--- config.mk ---
export PLATFORM = sky130hd
export DESIGN_NAME = vctrl_top
export DESIGN_NICKNAME = d
export VERILOG_FILES = /design/src/vctrl_pkg.sv /design/src/vinstr_decoder.sv /design/src/vcsr_file.sv /design/src/vreq_buffer.sv /design/src/issue_ctrl.sv /design/src/vctrl_top.sv
export VERILOG_INCLUDE_DIRS = /design/src
export SDC_FILE = /design/constraint.sdc
export NUM_CORES = 1
export LEC_CHECK = 0
export ABC_AREA = 1
export BUFFER_PORTS_ARGS = -buffer_cell sky130_fd_sc_hd__buf_4
export CORE_MARGIN = 5
export CORE_UTILIZATION = 50
export DETAILED_ROUTE_END_ITERATION = 16
export GPL_ROUTABILITY_DRIVEN = 0
export GPL_TIMING_DRIVEN = 0
export HOLD_SLACK_MARGIN = 0.03
export PLACE_DENSITY = 0.76
export SYNTH_ARGS = -nofsm -noshare
export SYNTH_HDL_FRONTEND = slang
export SYNTH_HIERARCHICAL = 1
export SYNTH_SLANG_ARGS = --single-unit
--- constraint.sdc ---
create_clock -name clk_i -period 7.8 [get_ports clk_i]
set_input_delay 1.56 -clock clk_i [delete_from_list [all_inputs] [get_ports clk_i]]
set_output_delay 1.56 -clock clk_i [all_outputs]
set_load 0.02 [all_outputs]
--- src/vctrl_params.svh ---
/*
  Width, opcode and CSR address constants of the vector issue controller.
  Included by the package and by every module that needs a width or an
  encoding. Values follow the RVV 1.0 subset this controller decodes.
*/
`ifndef VCTRL_PARAMS_SVH
`define VCTRL_PARAMS_SVH

// Scalar side
`define XLEN      32
`define ID_WIDTH  4

// Vector geometry
`define ELEN      32
`define VLEN_BITS 256
`define VLENB     (`VLEN_BITS / 8)
// Holds vl up to LMUL 8 at SEW 8
`define VL_WIDTH  9

////////////////////
// Major opcodes
////////////////////
`define OPC_OPV      7'h57
`define OPC_LOAD_FP  7'h07
`define OPC_STORE_FP 7'h27
`define OPC_SYSTEM   7'h73

////////////////////
// Vector CSRs
////////////////////
`define CSR_VSTART 12'h008
`define CSR_VL     12'hC20
`define CSR_VTYPE  12'hC21
`define CSR_VLENB  12'hC22

`endif

--- src/vctrl_pkg.sv ---
/*
  Shared types of the vector issue controller: unit, operation and CSR
  access enums, the vtype register layout and the structs that travel
  between the core, the decoder, the buffer and the execution units.
*/
`include "vctrl_params.svh"

package vctrl_pkg;

  // Destination of a decoded operation
  typedef enum logic [1:0] {
    CON = 2'd0,
    VFU = 2'd1,
    LSU = 2'd2,
    SLD = 2'd3
  } ex_unit_e;

  typedef enum logic [2:0] {
    VCFG   = 3'd0,
    VCSR   = 3'd1,
    VARITH = 3'd2,
    VLOAD  = 3'd3,
    VSTORE = 3'd4,
    VSLIDE = 3'd5
  } op_e;

  // Codes match funct3[1:0] of csrrw, csrrs, csrrc
  typedef enum logic [1:0] {
    CSR_WRITE = 2'd1,
    CSR_SET   = 2'd2,
    CSR_CLEAR = 2'd3
  } csr_op_e;

  // Codes 3 and above are reserved
  typedef enum logic [2:0] {
    EW_8  = 3'd0,
    EW_16 = 3'd1,
    EW_32 = 3'd2
  } vew_e;

  typedef enum logic [2:0] {
    LMUL_1   = 3'd0,
    LMUL_2   = 3'd1,
    LMUL_4   = 3'd2,
    LMUL_8   = 3'd3,
    LMUL_RES = 3'd4,
    LMUL_F8  = 3'd5,
    LMUL_F4  = 3'd6,
    LMUL_F2  = 3'd7
  } vlmul_e;

  typedef struct packed {
    logic   vill;
    vew_e   vsew;
    vlmul_e vlmul;
  } vtype_t;

  ////////////////////
  // Core interface
  ////////////////////

  typedef struct packed {
    logic [31:0]          instr;
    logic [`XLEN-1:0]     rs1;
    logic [`ID_WIDTH-1:0] id;
  } issue_req_t;

  typedef struct packed {
    logic accept;
    logic writeback;
    logic loadstore;
  } issue_resp_t;

  typedef struct packed {
    logic [`ID_WIDTH-1:0] id;
    logic [4:0]           rd;
    logic [`XLEN-1:0]     data;
    logic                 we;
  } result_t;

  // One decoded operation, also the request sent to the units
  typedef struct packed {
    op_e                  op;
    ex_unit_e             ex_unit;
    logic [4:0]           vd;
    logic [4:0]           vs1;
    logic [4:0]           vs2;
    logic [4:0]           rd;
    logic                 use_vs1;
    logic                 use_vs2;
    logic                 use_vd;
    logic                 vd_is_src;
    logic                 use_rd;
    logic [`XLEN-1:0]     rs1;
    logic [11:0]          csr_addr;
    csr_op_e              csr_op;
    logic [`ID_WIDTH-1:0] id;
    vtype_t               vtype;
    logic [`VL_WIDTH-1:0] vl;
    logic [`VL_WIDTH-1:0] vstart;
  } vreq_t;

endpackage

--- src/vinstr_decoder.sv ---
/*
  Combinational decoder for the vector subset: vsetvli, vector CSR
  accesses, OPV arithmetic and slides, and unit-width vector loads and
  stores. Drives a decoded request and an illegal flag to the issue logic.
*/
`timescale 1ns/1ps
`include "vctrl_params.svh"

module vinstr_decoder (
  input  vctrl_pkg::issue_req_t issue_req_i,
  output vctrl_pkg::vreq_t      dec_req_o,
  output logic                  illegal_o
);

  import vctrl_pkg::*;

  logic [31:0] instr;
  logic [6:0]  opcode;
  logic [2:0]  funct3;
  logic [5:0]  funct6;
  logic [4:0]  rd_f;
  logic [4:0]  rs1_f;
  logic [4:0]  rs2_f;
  logic [11:0] csr_addr;
  logic        csr_known;
  logic        is_slide;

  assign instr    = issue_req_i.instr;
  assign opcode   = instr[6:0];
  assign rd_f     = instr[11:7];
  assign funct3   = instr[14:12];
  assign rs1_f    = instr[19:15];
  assign rs2_f    = instr[24:20];
  assign funct6   = instr[31:26];
  assign csr_addr = instr[31:20];

  assign csr_known = (csr_addr == `CSR_VSTART) || (csr_addr == `CSR_VL) ||
                     (csr_addr == `CSR_VTYPE)  || (csr_addr == `CSR_VLENB);

  // vslideup / vslidedown
  assign is_slide = (funct6 == 6'h0E) || (funct6 == 6'h0F);

  always_comb begin
    dec_req_o     = '0;
    dec_req_o.rs1 = issue_req_i.rs1;
    dec_req_o.id  = issue_req_i.id;
    illegal_o     = 1'b1;

    case (opcode)
      `OPC_OPV: begin
        if (funct3 == 3'd7) begin
          // Only vsetvli, and not the keep-vl form
          if (!instr[31] && ((rs1_f != 5'd0) || (rd_f != 5'd0))) begin
            illegal_o              = 1'b0;
            dec_req_o.op           = VCFG;
            dec_req_o.ex_unit      = CON;
            dec_req_o.rd           = rd_f;
            dec_req_o.use_rd       = (rd_f != 5'd0);
            dec_req_o.vtype.vsew   = vew_e'(instr[25:23]);
            dec_req_o.vtype.vlmul  = vlmul_e'(instr[22:20]);
            // rs1 = x0 requests vlmax
            if (rs1_f == 5'd0) begin
              dec_req_o.rs1 = '1;
            end
          end
        end else begin
          illegal_o         = 1'b0;
          dec_req_o.op      = is_slide ? VSLIDE : VARITH;
          dec_req_o.ex_unit = is_slide ? SLD : VFU;
          dec_req_o.vd      = rd_f;
          dec_req_o.vs1     = rs1_f;
          dec_req_o.vs2     = rs2_f;
          dec_req_o.use_vd  = 1'b1;
          dec_req_o.use_vs2 = 1'b1;
          // Vector-vector forms (OPIVV, OPFVV, OPMVV) read vs1
          dec_req_o.use_vs1 = (funct3 <= 3'd2) && !is_slide;
        end
      end

      `OPC_LOAD_FP, `OPC_STORE_FP: begin
        if (funct3 inside {3'd0, 3'd5, 3'd6}) begin
          illegal_o           = 1'b0;
          dec_req_o.op        = (opcode == `OPC_STORE_FP) ? VSTORE : VLOAD;
          dec_req_o.ex_unit   = LSU;
          dec_req_o.vd        = rd_f;
          dec_req_o.vs2       = rs2_f;
          dec_req_o.use_vd    = 1'b1;
          dec_req_o.vd_is_src = (opcode == `OPC_STORE_FP);
          // Indexed modes use vs2 as the offset vector
          dec_req_o.use_vs2   = instr[26];
          case (funct3)
            3'd0:    dec_req_o.vtype.vsew = EW_8;
            3'd5:    dec_req_o.vtype.vsew = EW_16;
            default: dec_req_o.vtype.vsew = EW_32;
          endcase
        end
      end

      `OPC_SYSTEM: begin
        if ((funct3 inside {3'd1, 3'd2, 3'd3}) && csr_known) begin
          dec_req_o.op       = VCSR;
          dec_req_o.ex_unit  = CON;
          dec_req_o.rd       = rd_f;
          dec_req_o.use_rd   = (rd_f != 5'd0);
          dec_req_o.csr_addr = csr_addr;
          dec_req_o.csr_op   = csr_op_e'(funct3[1:0]);
          // Only vstart is writable
          illegal_o = (rs1_f != 5'd0) && (csr_addr != `CSR_VSTART);
        end
      end

      default: illegal_o = 1'b1;
    endcase
  end

endmodule

--- src/vcsr_file.sv ---
/*
  vstart, vl and vtype registers. A commit strobe applies the popped
  request: vsetvli sets vtype and vl, CSR accesses update vstart, any
  vector operation clears vstart. rdata_o returns the value for rd.
*/
`timescale 1ns/1ps
`include "vctrl_params.svh"

module vcsr_file (
  input  logic                 clk_i,
  input  logic                 rst_n_i,
  input  logic                 commit_i,
  input  vctrl_pkg::vreq_t     req_i,
  output vctrl_pkg::vtype_t    vtype_o,
  output logic [`VL_WIDTH-1:0] vl_o,
  output logic [`VL_WIDTH-1:0] vstart_o,
  output logic [`XLEN-1:0]     rdata_o
);

  import vctrl_pkg::*;

  localparam int ElenLog = $clog2(`ELEN);

  vtype_t               vtype_q;
  logic [`VL_WIDTH-1:0] vl_q;
  logic [`VL_WIDTH-1:0] vstart_q;

  int                   lmul_exp;
  logic                 cfg_bad;
  logic [`VL_WIDTH-1:0] vlmax;
  logic [`VL_WIDTH-1:0] cfg_vl;
  logic [`VL_WIDTH-1:0] csr_wdata;

  ////////////////////
  // vsetvli rule
  ////////////////////

  always_comb begin
    case (req_i.vtype.vlmul)
      LMUL_1:  lmul_exp = 0;
      LMUL_2:  lmul_exp = 1;
      LMUL_4:  lmul_exp = 2;
      LMUL_8:  lmul_exp = 3;
      LMUL_F2: lmul_exp = -1;
      LMUL_F4: lmul_exp = -2;
      default: lmul_exp = -3;
    endcase

    // LMUL * ELEN must cover SEW
    cfg_bad = (req_i.vtype.vsew > EW_32) ||
              (req_i.vtype.vlmul inside {LMUL_RES, LMUL_F8}) ||
              ((lmul_exp + ElenLog) < (3 + int'(req_i.vtype.vsew)));

    // Elements per register, then scaled by LMUL
    vlmax = `VL_WIDTH'(`VLENB) >> req_i.vtype.vsew;
    if (lmul_exp >= 0) begin
      vlmax = vlmax << lmul_exp;
    end else begin
      vlmax = vlmax >> (-lmul_exp);
    end

    if (cfg_bad) begin
      cfg_vl = '0;
    end else if (req_i.rs1 == '1) begin
      cfg_vl = vlmax;
    end else if (req_i.rs1 < `XLEN'(vlmax)) begin
      cfg_vl = req_i.rs1[`VL_WIDTH-1:0];
    end else begin
      cfg_vl = vlmax;
    end
  end

  // New vstart for a CSR access
  always_comb begin
    case (req_i.csr_op)
      CSR_SET:   csr_wdata = vstart_q | req_i.rs1[`VL_WIDTH-1:0];
      CSR_CLEAR: csr_wdata = vstart_q & ~req_i.rs1[`VL_WIDTH-1:0];
      default:   csr_wdata = req_i.rs1[`VL_WIDTH-1:0];
    endcase
  end

  ////////////////////
  // Registers
  ////////////////////

  always_ff @(posedge clk_i) begin
    if (!rst_n_i) begin
      vtype_q  <= '{vill: 1'b1, vsew: EW_8, vlmul: LMUL_1};
      vl_q     <= '0;
      vstart_q <= '0;
    end else if (commit_i) begin
      case (req_i.op)
        VCFG: begin
          if (cfg_bad) begin
            vtype_q <= '{vill: 1'b1, vsew: EW_8, vlmul: LMUL_1};
          end else begin
            vtype_q <= '{vill: 1'b0, vsew: req_i.vtype.vsew, vlmul: req_i.vtype.vlmul};
          end
          vl_q <= cfg_vl;
        end
        VCSR: begin
          if (req_i.csr_addr == `CSR_VSTART) begin
            vstart_q <= csr_wdata;
          end
        end
        default: vstart_q <= '0;
      endcase
    end
  end

  // Read value: new vl for vsetvli, old CSR value otherwise
  always_comb begin
    rdata_o = '0;
    if (req_i.op == VCFG) begin
      rdata_o = `XLEN'(cfg_vl);
    end else if (req_i.op == VCSR) begin
      case (req_i.csr_addr)
        `CSR_VSTART: rdata_o = `XLEN'(vstart_q);
        `CSR_VL:     rdata_o = `XLEN'(vl_q);
        `CSR_VTYPE:  rdata_o = {vtype_q.vill, {(`XLEN-7){1'b0}}, vtype_q.vsew, vtype_q.vlmul};
        `CSR_VLENB:  rdata_o = `XLEN'(`VLENB);
        default:     rdata_o = '0;
      endcase
    end
  end

  assign vtype_o  = vtype_q;
  assign vl_o     = vl_q;
  assign vstart_o = vstart_q;

endmodule

--- src/vreq_buffer.sv ---
/*
  One-entry fall-through buffer for decoded requests. A push into the
  empty buffer is visible on data_o in the same cycle and may pop at once;
  otherwise the entry is held until pop_i.
*/
`timescale 1ns/1ps

module vreq_buffer (
  input  logic             clk_i,
  input  logic             rst_n_i,
  input  logic             push_i,
  input  logic             pop_i,
  input  vctrl_pkg::vreq_t data_i,
  output logic             empty_o,
  output logic             valid_o,
  output vctrl_pkg::vreq_t data_o
);

  import vctrl_pkg::*;

  logic  full_q;
  vreq_t data_q;

  always_ff @(posedge clk_i) begin
    if (!rst_n_i) begin
      full_q <= 1'b0;
    end else begin
      full_q <= (full_q | push_i) & ~pop_i;
    end
  end

  // Captured on a push into the empty buffer
  always_ff @(posedge clk_i) begin
    if (push_i && !full_q) begin
      data_q <= data_i;
    end
  end

  assign empty_o = ~full_q;
  assign valid_o = full_q | push_i;
  assign data_o  = full_q ? data_q : data_i;

endmodule

--- src/issue_ctrl.sv ---
/*
  Issue control: answers the core's issue request, pushes accepted work
  into the buffer, pops it when the target unit can take it, and either
  dispatches it to a vector unit or retires it with a result to the core.
*/
`timescale 1ns/1ps
`include "vctrl_params.svh"

module issue_ctrl (
  input  logic                   issue_valid_i,
  input  logic                   illegal_i,
  input  vctrl_pkg::vreq_t       dec_req_i,
  input  logic                   buf_empty_i,
  input  logic                   buf_valid_i,
  input  vctrl_pkg::vreq_t       buf_req_i,
  input  vctrl_pkg::vtype_t      vtype_i,
  input  logic [`VL_WIDTH-1:0]   vl_i,
  input  logic [`VL_WIDTH-1:0]   vstart_i,
  input  logic [`XLEN-1:0]       rdata_i,
  input  logic                   vfu_ready_i,
  input  logic                   vlsu_ready_i,
  input  logic                   vsldu_ready_i,
  output logic                   issue_ready_o,
  output logic                   push_o,
  output logic                   pop_o,
  output logic                   commit_o,
  output logic                   vreq_valid_o,
  output logic                   result_valid_o,
  output vctrl_pkg::issue_resp_t issue_resp_o,
  output vctrl_pkg::vreq_t       vreq_o,
  output vctrl_pkg::result_t     result_o
);

  import vctrl_pkg::*;

  logic accept;
  logic all_ready;
  logic unit_stall;
  logic cfg_stall;

  ////////////////////
  // Issue response
  ////////////////////

  // Vector work needs a legal vtype
  assign accept = issue_valid_i & ~illegal_i & ((dec_req_i.ex_unit == CON) | ~vtype_i.vill);

  assign issue_ready_o = buf_empty_i;
  assign push_o        = accept & buf_empty_i;

  always_comb begin
    issue_resp_o = '0;
    if (push_o) begin
      issue_resp_o.accept    = 1'b1;
      issue_resp_o.writeback = (dec_req_i.ex_unit == CON) & dec_req_i.use_rd;
      issue_resp_o.loadstore = (dec_req_i.ex_unit == LSU);
    end
  end

  ////////////////////
  // Stalls and pop
  ////////////////////

  assign all_ready = vfu_ready_i & vlsu_ready_i & vsldu_ready_i;

  always_comb begin
    case (buf_req_i.ex_unit)
      VFU:     unit_stall = ~vfu_ready_i;
      LSU:     unit_stall = ~vlsu_ready_i;
      SLD:     unit_stall = ~vsldu_ready_i;
      default: unit_stall = 1'b0;
    endcase
  end

  // An LMUL change drains every unit first
  assign cfg_stall = (buf_req_i.op == VCFG) & (buf_req_i.vtype.vlmul != vtype_i.vlmul) &
                     ~all_ready;

  assign pop_o          = buf_valid_i & ~unit_stall & ~cfg_stall;
  assign commit_o       = pop_o;
  assign vreq_valid_o   = pop_o & (buf_req_i.ex_unit != CON);
  assign result_valid_o = pop_o & (buf_req_i.ex_unit == CON);

  // Current CSR state goes with each dispatched request
  always_comb begin
    vreq_o        = buf_req_i;
    vreq_o.vl     = vl_i;
    vreq_o.vstart = vstart_i;
    if (buf_req_i.ex_unit == LSU) begin
      // Element width stays as encoded in the load or store
      vreq_o.vtype.vill  = vtype_i.vill;
      vreq_o.vtype.vlmul = vtype_i.vlmul;
    end else if (buf_req_i.ex_unit != CON) begin
      vreq_o.vtype = vtype_i;
    end
  end

  assign result_o = '{id: buf_req_i.id, rd: buf_req_i.rd, data: rdata_i, we: 1'b1};

endmodule

--- src/vctrl_top.sv ---
/*
  Top level of the vector issue controller. Connects the decoder, the
  CSR file, the request buffer and the issue logic between the core's
  issue and result ports and the three execution unit request ports.
*/
`timescale 1ns/1ps
`include "vctrl_params.svh"

module vctrl_top (
  input  logic                   clk_i,
  input  logic                   rst_n_i,
  input  logic                   issue_valid_i,
  input  vctrl_pkg::issue_req_t  issue_req_i,
  output logic                   issue_ready_o,
  output vctrl_pkg::issue_resp_t issue_resp_o,
  output logic                   result_valid_o,
  output vctrl_pkg::result_t     result_o,
  output logic                   vreq_valid_o,
  output vctrl_pkg::vreq_t       vreq_o,
  input  logic                   vfu_ready_i,
  input  logic                   vlsu_ready_i,
  input  logic                   vsldu_ready_i
);

  import vctrl_pkg::*;

  vreq_t                dec_req;
  logic                 dec_illegal;
  vreq_t                buf_req;
  logic                 buf_empty;
  logic                 buf_valid;
  logic                 push;
  logic                 pop;
  logic                 commit;
  vtype_t               vtype;
  logic [`VL_WIDTH-1:0] vl;
  logic [`VL_WIDTH-1:0] vstart;
  logic [`XLEN-1:0]     rdata;

  vinstr_decoder u_decoder (
    .issue_req_i (issue_req_i),
    .dec_req_o   (dec_req),
    .illegal_o   (dec_illegal)
  );

  vreq_buffer u_buffer (
    .clk_i   (clk_i),
    .rst_n_i (rst_n_i),
    .push_i  (push),
    .pop_i   (pop),
    .data_i  (dec_req),
    .empty_o (buf_empty),
    .valid_o (buf_valid),
    .data_o  (buf_req)
  );

  // Sees the request leaving the buffer
  vcsr_file u_csr (
    .clk_i    (clk_i),
    .rst_n_i  (rst_n_i),
    .commit_i (commit),
    .req_i    (buf_req),
    .vtype_o  (vtype),
    .vl_o     (vl),
    .vstart_o (vstart),
    .rdata_o  (rdata)
  );

  issue_ctrl u_issue (
    .issue_valid_i  (issue_valid_i),
    .illegal_i      (dec_illegal),
    .dec_req_i      (dec_req),
    .buf_empty_i    (buf_empty),
    .buf_valid_i    (buf_valid),
    .buf_req_i      (buf_req),
    .vtype_i        (vtype),
    .vl_i           (vl),
    .vstart_i       (vstart),
    .rdata_i        (rdata),
    .vfu_ready_i    (vfu_ready_i),
    .vlsu_ready_i   (vlsu_ready_i),
    .vsldu_ready_i  (vsldu_ready_i),
    .issue_ready_o  (issue_ready_o),
    .push_o         (push),
    .pop_o          (pop),
    .commit_o       (commit),
    .vreq_valid_o   (vreq_valid_o),
    .result_valid_o (result_valid_o),
    .issue_resp_o   (issue_resp_o),
    .vreq_o         (vreq_o),
    .result_o       (result_o)
  );

endmodule

==> impl_metrics.py, run 1 <==
metrics = {
    "drt": {
        "routed_via_density": 4.87,
        "num_vias": 8579,
        "routedWlPerCell_um": 14.7,
        "drtPass1Iterations": 5,
        "detail-route-antenna-nets": 0,
        "wl_um": 25900,
        "wl_met1_um": 10400,
        "wl_met2_um": 12600,
        "wl_met3_um": 2200,
        "initialDrtViolationCount": 621,
        "routed.top_layer": "met4",
        "drc_errors": 0,
    },
    "floorplanning": {
        "die-area_um2": 20700,
        "num_rows": 49,
        "core_um2": 17800,
        "start_util": 0.503,
        "die_h_um": 144,
        "num_io_pins": 227,
        "die_x_um": 144,
    },
    "clock_tree": {
        "insertion_delay_ns": 0.42,
        "h-tree-depth": 4,
        "clkSinkCount": 113,
        "cts_tree": "done",
        "cts_buffer_depth": 2,
        "cts-root-buf": "clkbuf_16",
        "cts.clk_slew.worst_paths_ns": 0.05,
        "cts_made_buffers": 17,
    },
    "critical_path": {
        "cp_common_cell": "nand2_1",
        "crit_path_max_incr_delay_ns": 0.31,
        "r2r_cells": 31,
        "crit_arrival_ns": 5.98,
        "cp_max_fo": 10,
        "critPathSlowestCell": "ha_4",
        "crit_required_ns": 6.24,
        "worst_setup_path_end_kind": "output port",
        "startpoint_type": "input port",
        "critical_path_class": "input port to output port",
    },
    "placement": {
        "placed_cells": 1712,
        "dp_hpwl_um": 19700,
        "place_area_um2": 10900,
        "io_buffers": 199,
    },
    "sta": {
        "clock_skew_ns": 0.00664,
        "maxSlewViolCount": 0,
        "fmax_mhz": 133,
        "hold_violations": 0,
        "min_period_ns": 7.54,
        "relSlewSlack": 0.308,
        "finalCritPeriodShare": 0.966,
        "worstMarginPinSlew_ns": 1.03,
        "setup_viol": 0,
        "timing.setup.tns_ns": 0,
    },
    "global_route": {
        "antenna_found_initial": 0,
        "grt_pass1_vias": 8128,
        "grt_max_degree": 33,
        "grtUsageTotal": 0.241,
        "grt_pass1_wl_um": 39700,
        "globalRoute.totalOverflow": 0,
    },
    "pwr": {
        "p_int_mw": 1.28,
        "power.switching_mw": 0.409,
        "seq_power_share": 0.383,
        "clockPowerShare": 0.493,
        "p_comb_frac": 0.124,
        "ir_drop_mv": 0.158,
        "p_leak_nw": 6.26,
        "power_density_nw_per_um2": 142,
        "p_sw_frac": 0.242,
    },
    "status": {
        "outcome": "completed",
    },
    "finish": {
        "final_cells": 1760,
        "design_area_um2": 11900,
        "area_delta_synth_final_pct": 32.7,
        "layout-drive-gt1-share": 0.363,
        "diodes": 0,
        "final_nets": 1614,
        "finalCoreUtilization": 0.668,
    },
    "logic_synthesis": {
        "synthesis.area_um2": 8980,
        "ys.warnings.count": 6,
        "syn_avg_cell_area_um2": 7.15,
        "netlist_instances": 1255,
    },
    "worst_hold_path": {
        "hp-class": "register to register",
        "hold_depth": 2,
    },
    "flow_run": {
        "cap_violations": 0,
    },
}
routing by layer:
metal	vias to the layer above	GRT usage
met3	50	0.0526
met4	0	0.0828
met1	3862	0.305
met5	-	0
li1	4294	-
met2	373	0.409
placed cells by master (no fill, tap or decap), types with 7 or more instances in the layout:
cell         n
nand2_1    423
buf_4      396
inv_1      140
edfxtp_1    87
nor2_1      71
o21ai_0     43
nand3_1     41
a21oi_1     32
conb_1      30
dfxtp_1     26
nand2_2     25
ha_1        19
clkbuf_16   17
nand3_2     14
buf_6       13
nor2_2      12
buf_2       11
o211ai_1    11
clkbuf_1     8
o21ai_2      8
nor2_4       7
nor4_1       7
power by group through the flow:
| stage | Sequential (mW) | Clock (mW) | Combinational [mW] |
|---|---|---|---|
| floorplan | 0.661 | 0 | 0.131 |
| global placement | 0.661 | 0 | 0.203 |
| detailed placement | 0.661 | 0 | 0.206 |
| CTS | 0.648 | 0.842 | 0.207 |
| global route | 0.648 | 0.874 | 0.229 |
| finish | 0.648 | 0.835 | 0.210 |
stage by stage:
| step | setup WS (ns) | power (mW) | hold WS (ns) |
|---|---|---|---|
| after global routing | -0.0676 | 1.75 | 0.514 |
| final | 0.262 | 1.69 | 0.501 |
| after floorplan | 0.810 | 0.792 | 0.449 |
| after global placement | -1.02 | 0.864 | 0.478 |
| after detailed placement | -0.337 | 0.866 | 0.484 |
| after CTS | 0.0144 | 1.70 | 0.493 |
state kept, by name (all words and copies together), names as in the netlist:
name and flops:
u_buffer/data_q 87, u_buffer/full_q 1, u_csr/vtype_o 7, u_csr/vl_o 9, u_csr/vstart_o 9
worst max-delay path, delay by kind of cell:
kind	cells	cell delay (ns)
buffers and inverters	9	0.96
AO/OA/AOI/OAI	2	0.37
AND/OR/NAND/NOR	24	2.48
adder cells (fa/ha/maj)	2	0.61
final cells by class:
class / count / area, µm²
clock buffer: 17 / 425
multi-input combinational: 803 / 4000
clock inverter: 15 / 206
fill: 1531 / 5920
inverter: 149 / 567
tap: 229 / 287
buffer: 215 / 1620
sequential: 113 / 3130
timing repair buffer: 219 / 1680
worst paths after layout:
kind                              endpoint  slack, ns                          start
max reg2reg     u_csr/vl_o[7]$_SDFFE_PN0P_       3.75     u_buffer/full_q$_SDFF_PN0_
max                            result_o[8]       0.26                issue_req_i[39]
min reg2reg  u_csr/vtype_o[3]$_SDFFE_PN0P_       0.50  u_csr/vtype_o[3]$_SDFFE_PN0P_
min          u_csr/vtype_o[3]$_SDFFE_PN0P_       0.50  u_csr/vtype_o[3]$_SDFFE_PN0P_
timing repair:
action	4_1_cts	5_1_grt
setup buffers	0	18
endpoints found under the hold margin	0	0
setup endpoints to repair	9	9
hold buffers	0	0
pin swaps	0	22
gates resized for setup	13	52
(Power assumes the default switching activity.)
==> run 2: changes to the inputs <==
--- a/config.mk
+++ b/config.mk
@@ -8,13 +8,17 @@
 export LEC_CHECK = 0
 export ABC_AREA = 1
 export BUFFER_PORTS_ARGS = -buffer_cell sky130_fd_sc_hd__buf_4
+export CELL_PAD_IN_SITES_DETAIL_PLACEMENT = 0
+export CELL_PAD_IN_SITES_GLOBAL_PLACEMENT = 1
 export CORE_MARGIN = 5
-export CORE_UTILIZATION = 50
+export CORE_UTILIZATION = 36
+export CTS_CLUSTER_SIZE = 12
 export DETAILED_ROUTE_END_ITERATION = 16
 export GPL_ROUTABILITY_DRIVEN = 0
 export GPL_TIMING_DRIVEN = 0
 export HOLD_SLACK_MARGIN = 0.03
 export PLACE_DENSITY = 0.76
+export SKIP_CTS_REPAIR_TIMING = 1
 export SYNTH_ARGS = -nofsm -noshare
 export SYNTH_HDL_FRONTEND = slang
 export SYNTH_HIERARCHICAL = 1
==> impl_metrics.py, run 2 (synthesis gave the netlist of run 1 again) <==
metrics = {
    "drt": {
        "wl_um": 27700,
        "detail-route-antenna-nets": 0,
        "num_vias": 8404,
        "drtPass1Iterations": 5,
        "drc_errors": 0,
        "routed_via_density": 4.52,
        "initialDrtViolationCount": 467,
        "routedWlPerCell_um": 14.9,
    },
    "sta": {
        "timing.setup.tns_ns": 0,
        "fmax_mhz": 132,
        "maxSlewViolCount": 0,
        "clock_skew_ns": 0.0125,
        "worstMarginPinSlew_ns": 1.14,
        "hold_violations": 0,
        "relSlewSlack": 0.235,
        "min_period_ns": 7.56,
        "rsz0062_at_grt": "yes",
        "finalCritPeriodShare": 0.969,
        "setup_viol": 0,
    },
    "finish": {
        "final_cell_mix": "nand2_1 (423), buf_4 (397), inv_1 (141), edfxtp_1 (87), nor2_1 (72)",
        "area_delta_synth_final_pct": 33.0,
        "final_common_cell": "nand2_1",
        "largest_reg_flops": 87,
        "regMostFlops": "u_buffer/data_q",
        "diodes": 0,
        "finalCoreUtilization": 0.488,
        "layout-drive-gt1-share": 0.360,
        "final_nets": 1617,
    },
    "placement": {
        "io_buffers": 199,
        "dp_hpwl_um": 21600,
    },
    "clock_tree": {
        "cts-root-buf": "clkbuf_16",
        "cts_buffer_depth": 2,
        "cts.clk_slew.worst_paths_ns": 0.06,
        "cts_made_buffers": 17,
        "insertion_delay_ns": 0.42,
        "cts_tree": "done",
        "h-tree-depth": 4,
        "clkSinkCount": 113,
    },
    "critical_path": {
        "worst_setup_path_end_kind": "output port",
        "crit_path_max_incr_delay_ns": 0.34,
        "crit_required_ns": 6.24,
        "critical_path_class": "input port to output port",
        "cp_max_fo": 6,
        "critPathSlowestCell": "ha_1",
        "crit_arrival_ns": 6.00,
        "startpoint_type": "input port",
    },
    "floorplanning": {
        "num_rows": 57,
        "die-area_um2": 28200,
        "die_x_um": 168,
        "die_h_um": 168,
        "num_io_pins": 227,
        "start_util": 0.367,
        "core_um2": 24500,
    },
    "global_route": {
        "antenna_found_initial": 0,
        "grtUsageTotal": 0.185,
        "grt_max_degree": 30,
        "grt_pass1_vias": 8055,
        "globalRoute.totalOverflow": 0,
        "grt_pass1_wl_um": 42200,
    },
    "pwr": {
        "ir_drop_mv": 0.0781,
        "p_sw_frac": 0.261,
        "power.switching_mw": 0.421,
        "p_comb_frac": 0.131,
        "seq_power_share": 0.403,
        "clockPowerShare": 0.466,
        "p_int_mw": 1.19,
        "power_density_nw_per_um2": 135,
        "p_leak_nw": 6.21,
    },
    "worst_hold_path": {
        "hp-class": "register to register",
    },
    "status": {
        "outcome": "completed",
    },
    "flow_run": {
        "cap_violations": 0,
    },
}
## run 2: cell count changes in the layout (fill, tap and decap cells not counted), sizes merged
cell	before	now
nand2	455	457
bufinv	4	1
clkinv	4	5
buf	425	426
clkinvlp	4	5
clkbuf	25	26
## run 2: metrics by stage
step                      setup slack (ns)  area (µm²)  instances  total power [mW]  hold WS (ns)
after global placement               -1.36       11000       1805             0.868         0.478
after CTS                           -0.415       11600       1840              1.62         0.506
after floorplan                      0.810        9080       1282             0.792         0.449
after global routing               -0.0658       11900       1858              1.67         0.519
final                                0.245       11900       1858              1.61         0.513
after detailed placement            -0.413       11100       1808             0.869         0.498
## run 2: path summary, 6_finish.rpt
kind                                      start                       endpoint  slack [ns]  depth (start not counted)
setup / recovery                issue_req_i[39]                    result_o[5]        0.24                         41
hold / removal    u_csr/vtype_o[3]$_SDFFE_PN0P_  u_csr/vtype_o[3]$_SDFFE_PN0P_        0.51                          2
setup reg to reg     u_buffer/full_q$_SDFF_PN0_     u_csr/vl_o[4]$_SDFFE_PN0P_        3.68                         31
hold reg to reg   u_csr/vtype_o[3]$_SDFFE_PN0P_  u_csr/vtype_o[3]$_SDFFE_PN0P_        0.51                          2
## run 2: final cells by class
type | count | area (µm²)
Fill cell | 2505 | 12500
Multi-Input combinational cell | 805 | 3970
Sequential cell | 113 | 3130
Timing Repair Buffer | 220 | 1700
Buffer | 215 | 1610
Inverter | 149 | 567
Clock buffer | 18 | 429
Tap cell | 324 | 405
Clock inverter | 14 | 134
## run 2: worst max-delay path, delay by kind of cell
kind | cells | cell delay [ns]
AOI/OAI and AO/OA | 3 | 0.48
and+or+nand+nor | 23 | 2.19
buffers and inverters | 12 | 1.13
adders and majority gates | 3 | 0.64
## run 2: layer usage
| layer | track usage | routed length [µm] |
|---|---|---|
| met3 | 0.0511 | 2060 |
| met1 | 0.235 | 12000 |
| met5 | 0 | 0 |
| met2 | 0.311 | 13100 |
| met4 | 0.0505 | 485 |
## run 2: power groups by stage
stage	logic [mW]	clock network, mW	registers (mW)
6_report	0.211	0.750	0.648
5_1_grt	0.230	0.793	0.648
4_1_cts	0.209	0.764	0.648
3_5_place_dp	0.208	0	0.661
3_3_place_gp	0.206	0	0.661
2_1_floorplan	0.131	0	0.661
==> run 3: changes to the inputs <==
--- a/config.mk
+++ b/config.mk
@@ -18,6 +18,7 @@
 export GPL_TIMING_DRIVEN = 0
 export HOLD_SLACK_MARGIN = 0.03
 export PLACE_DENSITY = 0.76
+export REMOVE_ABC_BUFFERS = 1
 export SKIP_CTS_REPAIR_TIMING = 1
 export SYNTH_ARGS = -nofsm -noshare
 export SYNTH_HDL_FRONTEND = slang
==> impl_metrics.py, run 3 (synthesis gave the netlist of run 1 again) <==
metrics = {
    "status": {
        "outcome": "completed",
    },
    "finish": {
        "area_delta_synth_final_pct": 17.1,
        "final_common_cell": "nand2_1",
        "design_area_um2": 10500,
        "regMostFlops": "u_buffer/data_q",
        "final_cell_mix": "nand2_1 (423), buf_4 (226), inv_1 (141), edfxtp_1 (87), nor2_1 (72)",
        "final_nets": 1414,
        "layout-drive-gt1-share": 0.267,
        "final_cells": 1655,
        "largest_reg_flops": 87,
        "diodes": 0,
    },
    "global_route": {
        "grt_pass1_vias": 7205,
        "grtUsageTotal": 0.170,
        "grt_pass1_wl_um": 38900,
        "globalRoute.totalOverflow": 0,
        "antenna_found_initial": 0,
        "grt_max_degree": 90,
    },
    "floorplanning": {
        "num_io_pins": 227,
        "core_um2": 24500,
        "die_x_um": 168,
        "num_rows": 57,
        "start_util": 0.367,
        "die_h_um": 168,
        "die-area_um2": 28200,
    },
    "pwr": {
        "finalPower_mw": 1.64,
        "p_int_mw": 1.22,
        "p_leak_nw": 5.22,
        "clockPowerShare": 0.506,
        "p_comb_frac": 0.100,
        "power_density_nw_per_um2": 156,
        "p_sw_frac": 0.255,
        "seq_power_share": 0.395,
        "ir_drop_mv": 0.118,
        "power.switching_mw": 0.420,
    },
    "clock_tree": {
        "cts_buffer_depth": 2,
        "insertion_delay_ns": 0.42,
        "cts_made_buffers": 17,
        "clkSinkCount": 113,
        "cts_tree": "done",
        "cts-root-buf": "clkbuf_16",
        "h-tree-depth": 4,
        "cts.clk_slew.worst_paths_ns": 0.06,
    },
    "sta": {
        "fmax_mhz": 132,
        "finalCritPeriodShare": 0.969,
        "hold_violations": 0,
        "setup_viol": 0,
        "worstMarginPinSlew_ns": 1.16,
        "setup_slack_ns": 0.244,
        "relSlewSlack": 0.227,
        "maxSlewViolCount": 0,
        "min_period_ns": 7.56,
        "clock_skew_ns": 0.0118,
    },
    "critical_path": {
        "startpoint_type": "input port",
        "cp_max_fo": 7,
        "crit_arrival_ns": 6.00,
        "crit_required_ns": 6.24,
        "critical_path_class": "input port to output port",
        "worst_setup_path_end_kind": "output port",
        "rrSetupSlack_ns": 3.24,
        "crit_path_max_incr_delay_ns": 0.32,
        "critPathSlowestCell": "ha_4",
    },
    "flow_run": {
        "cap_violations": 0,
    },
    "placement": {
        "dp_hpwl_um": 18500,
        "place_area_um2": 9500,
        "placed_cells": 1596,
        "io_buffers": 203,
        "place_ws_ns": -0.900,
    },
    "drt": {
        "num_vias": 7650,
        "routed_via_density": 4.62,
        "routedWlPerCell_um": 15.2,
        "drc_errors": 0,
        "initialDrtViolationCount": 404,
        "detail-route-antenna-nets": 0,
        "wl_um": 25200,
        "drtPass1Iterations": 5,
    },
    "worst_hold_path": {
        "hp-class": "register to register",
    },
}
[run 3: cell types whose count changed in the layout (fill, tap and decap cells not counted), sizes merged]
cell / previous run / this run
dlygate4sd1: 1 / 0
clkinv: 5 / 3
clkbuf: 26 / 17
inv: 152 / 154
buf: 426 / 233
nand2: 457 / 456
bufinv: 1 / 3
clkinvlp: 5 / 4
[run 3: through the flow]
step                TNS [ns]  hold slack, ns   util
detailed placement     -7.10           0.495  0.388
finish                     0           0.501  0.430
global placement     -207.73           0.492  0.384
CTS                    -7.26           0.505  0.414
global route         -0.0568           0.510  0.430
floorplan                  0           0.449      -
[run 3: worst paths after layout]
kind | startpoint | endpoint | depth (start not counted)
max | issue_req_i[39] | result_o[1] | 38
min | u_csr/vtype_o[3]$_SDFFE_PN0P_ | u_csr/vtype_o[3]$_SDFFE_PN0P_ | 2
max reg2reg | u_buffer/full_q$_SDFF_PN0_ | u_csr/vl_o[0]$_SDFFE_PN0P_ | 30
min reg2reg | u_csr/vtype_o[3]$_SDFFE_PN0P_ | u_csr/vtype_o[3]$_SDFFE_PN0P_ | 2
[run 3: cell type report]
type                            instances  area (µm²)
Clock inverter                         15         196
Fill cell                            2541       13900
Tap cell                              324         405
Timing Repair Buffer                  233        1810
Clock buffer                           17         425
Inverter                              149         568
Sequential cell                       113        3140
Multi-Input combinational cell        804        3970
[run 3: worst max-delay path, delay by kind of cell]
kind | cells | cell delay [ns]
buffers and inverters | 9 | 0.80
adder cells (fa/ha/maj) | 3 | 0.66
AND/OR/NAND/NOR | 23 | 2.28
AO/OA/AOI/OAI | 3 | 0.68
[run 3: power by group through the flow]
stage	Clock [mW]	Combinational (mW)	Sequential, mW
final	0.831	0.164	0.648
after global routing	0.874	0.181	0.648
after CTS	0.849	0.162	0.648
after detailed placement	0	0.161	0.661
after global placement	0	0.158	0.663
after floorplan	0	0.0836	0.663
[run 3: per-layer routing]
layer | share of wire | wire [µm] | global-route usage
met1 | 0.44 | 11000 | 0.216
met2 | 0.48 | 12100 | 0.282
met3 | 0.072 | 1810 | 0.0551
met4 | 0.012 | 306 | 0.0374
met5 | 0 | 0 | 0
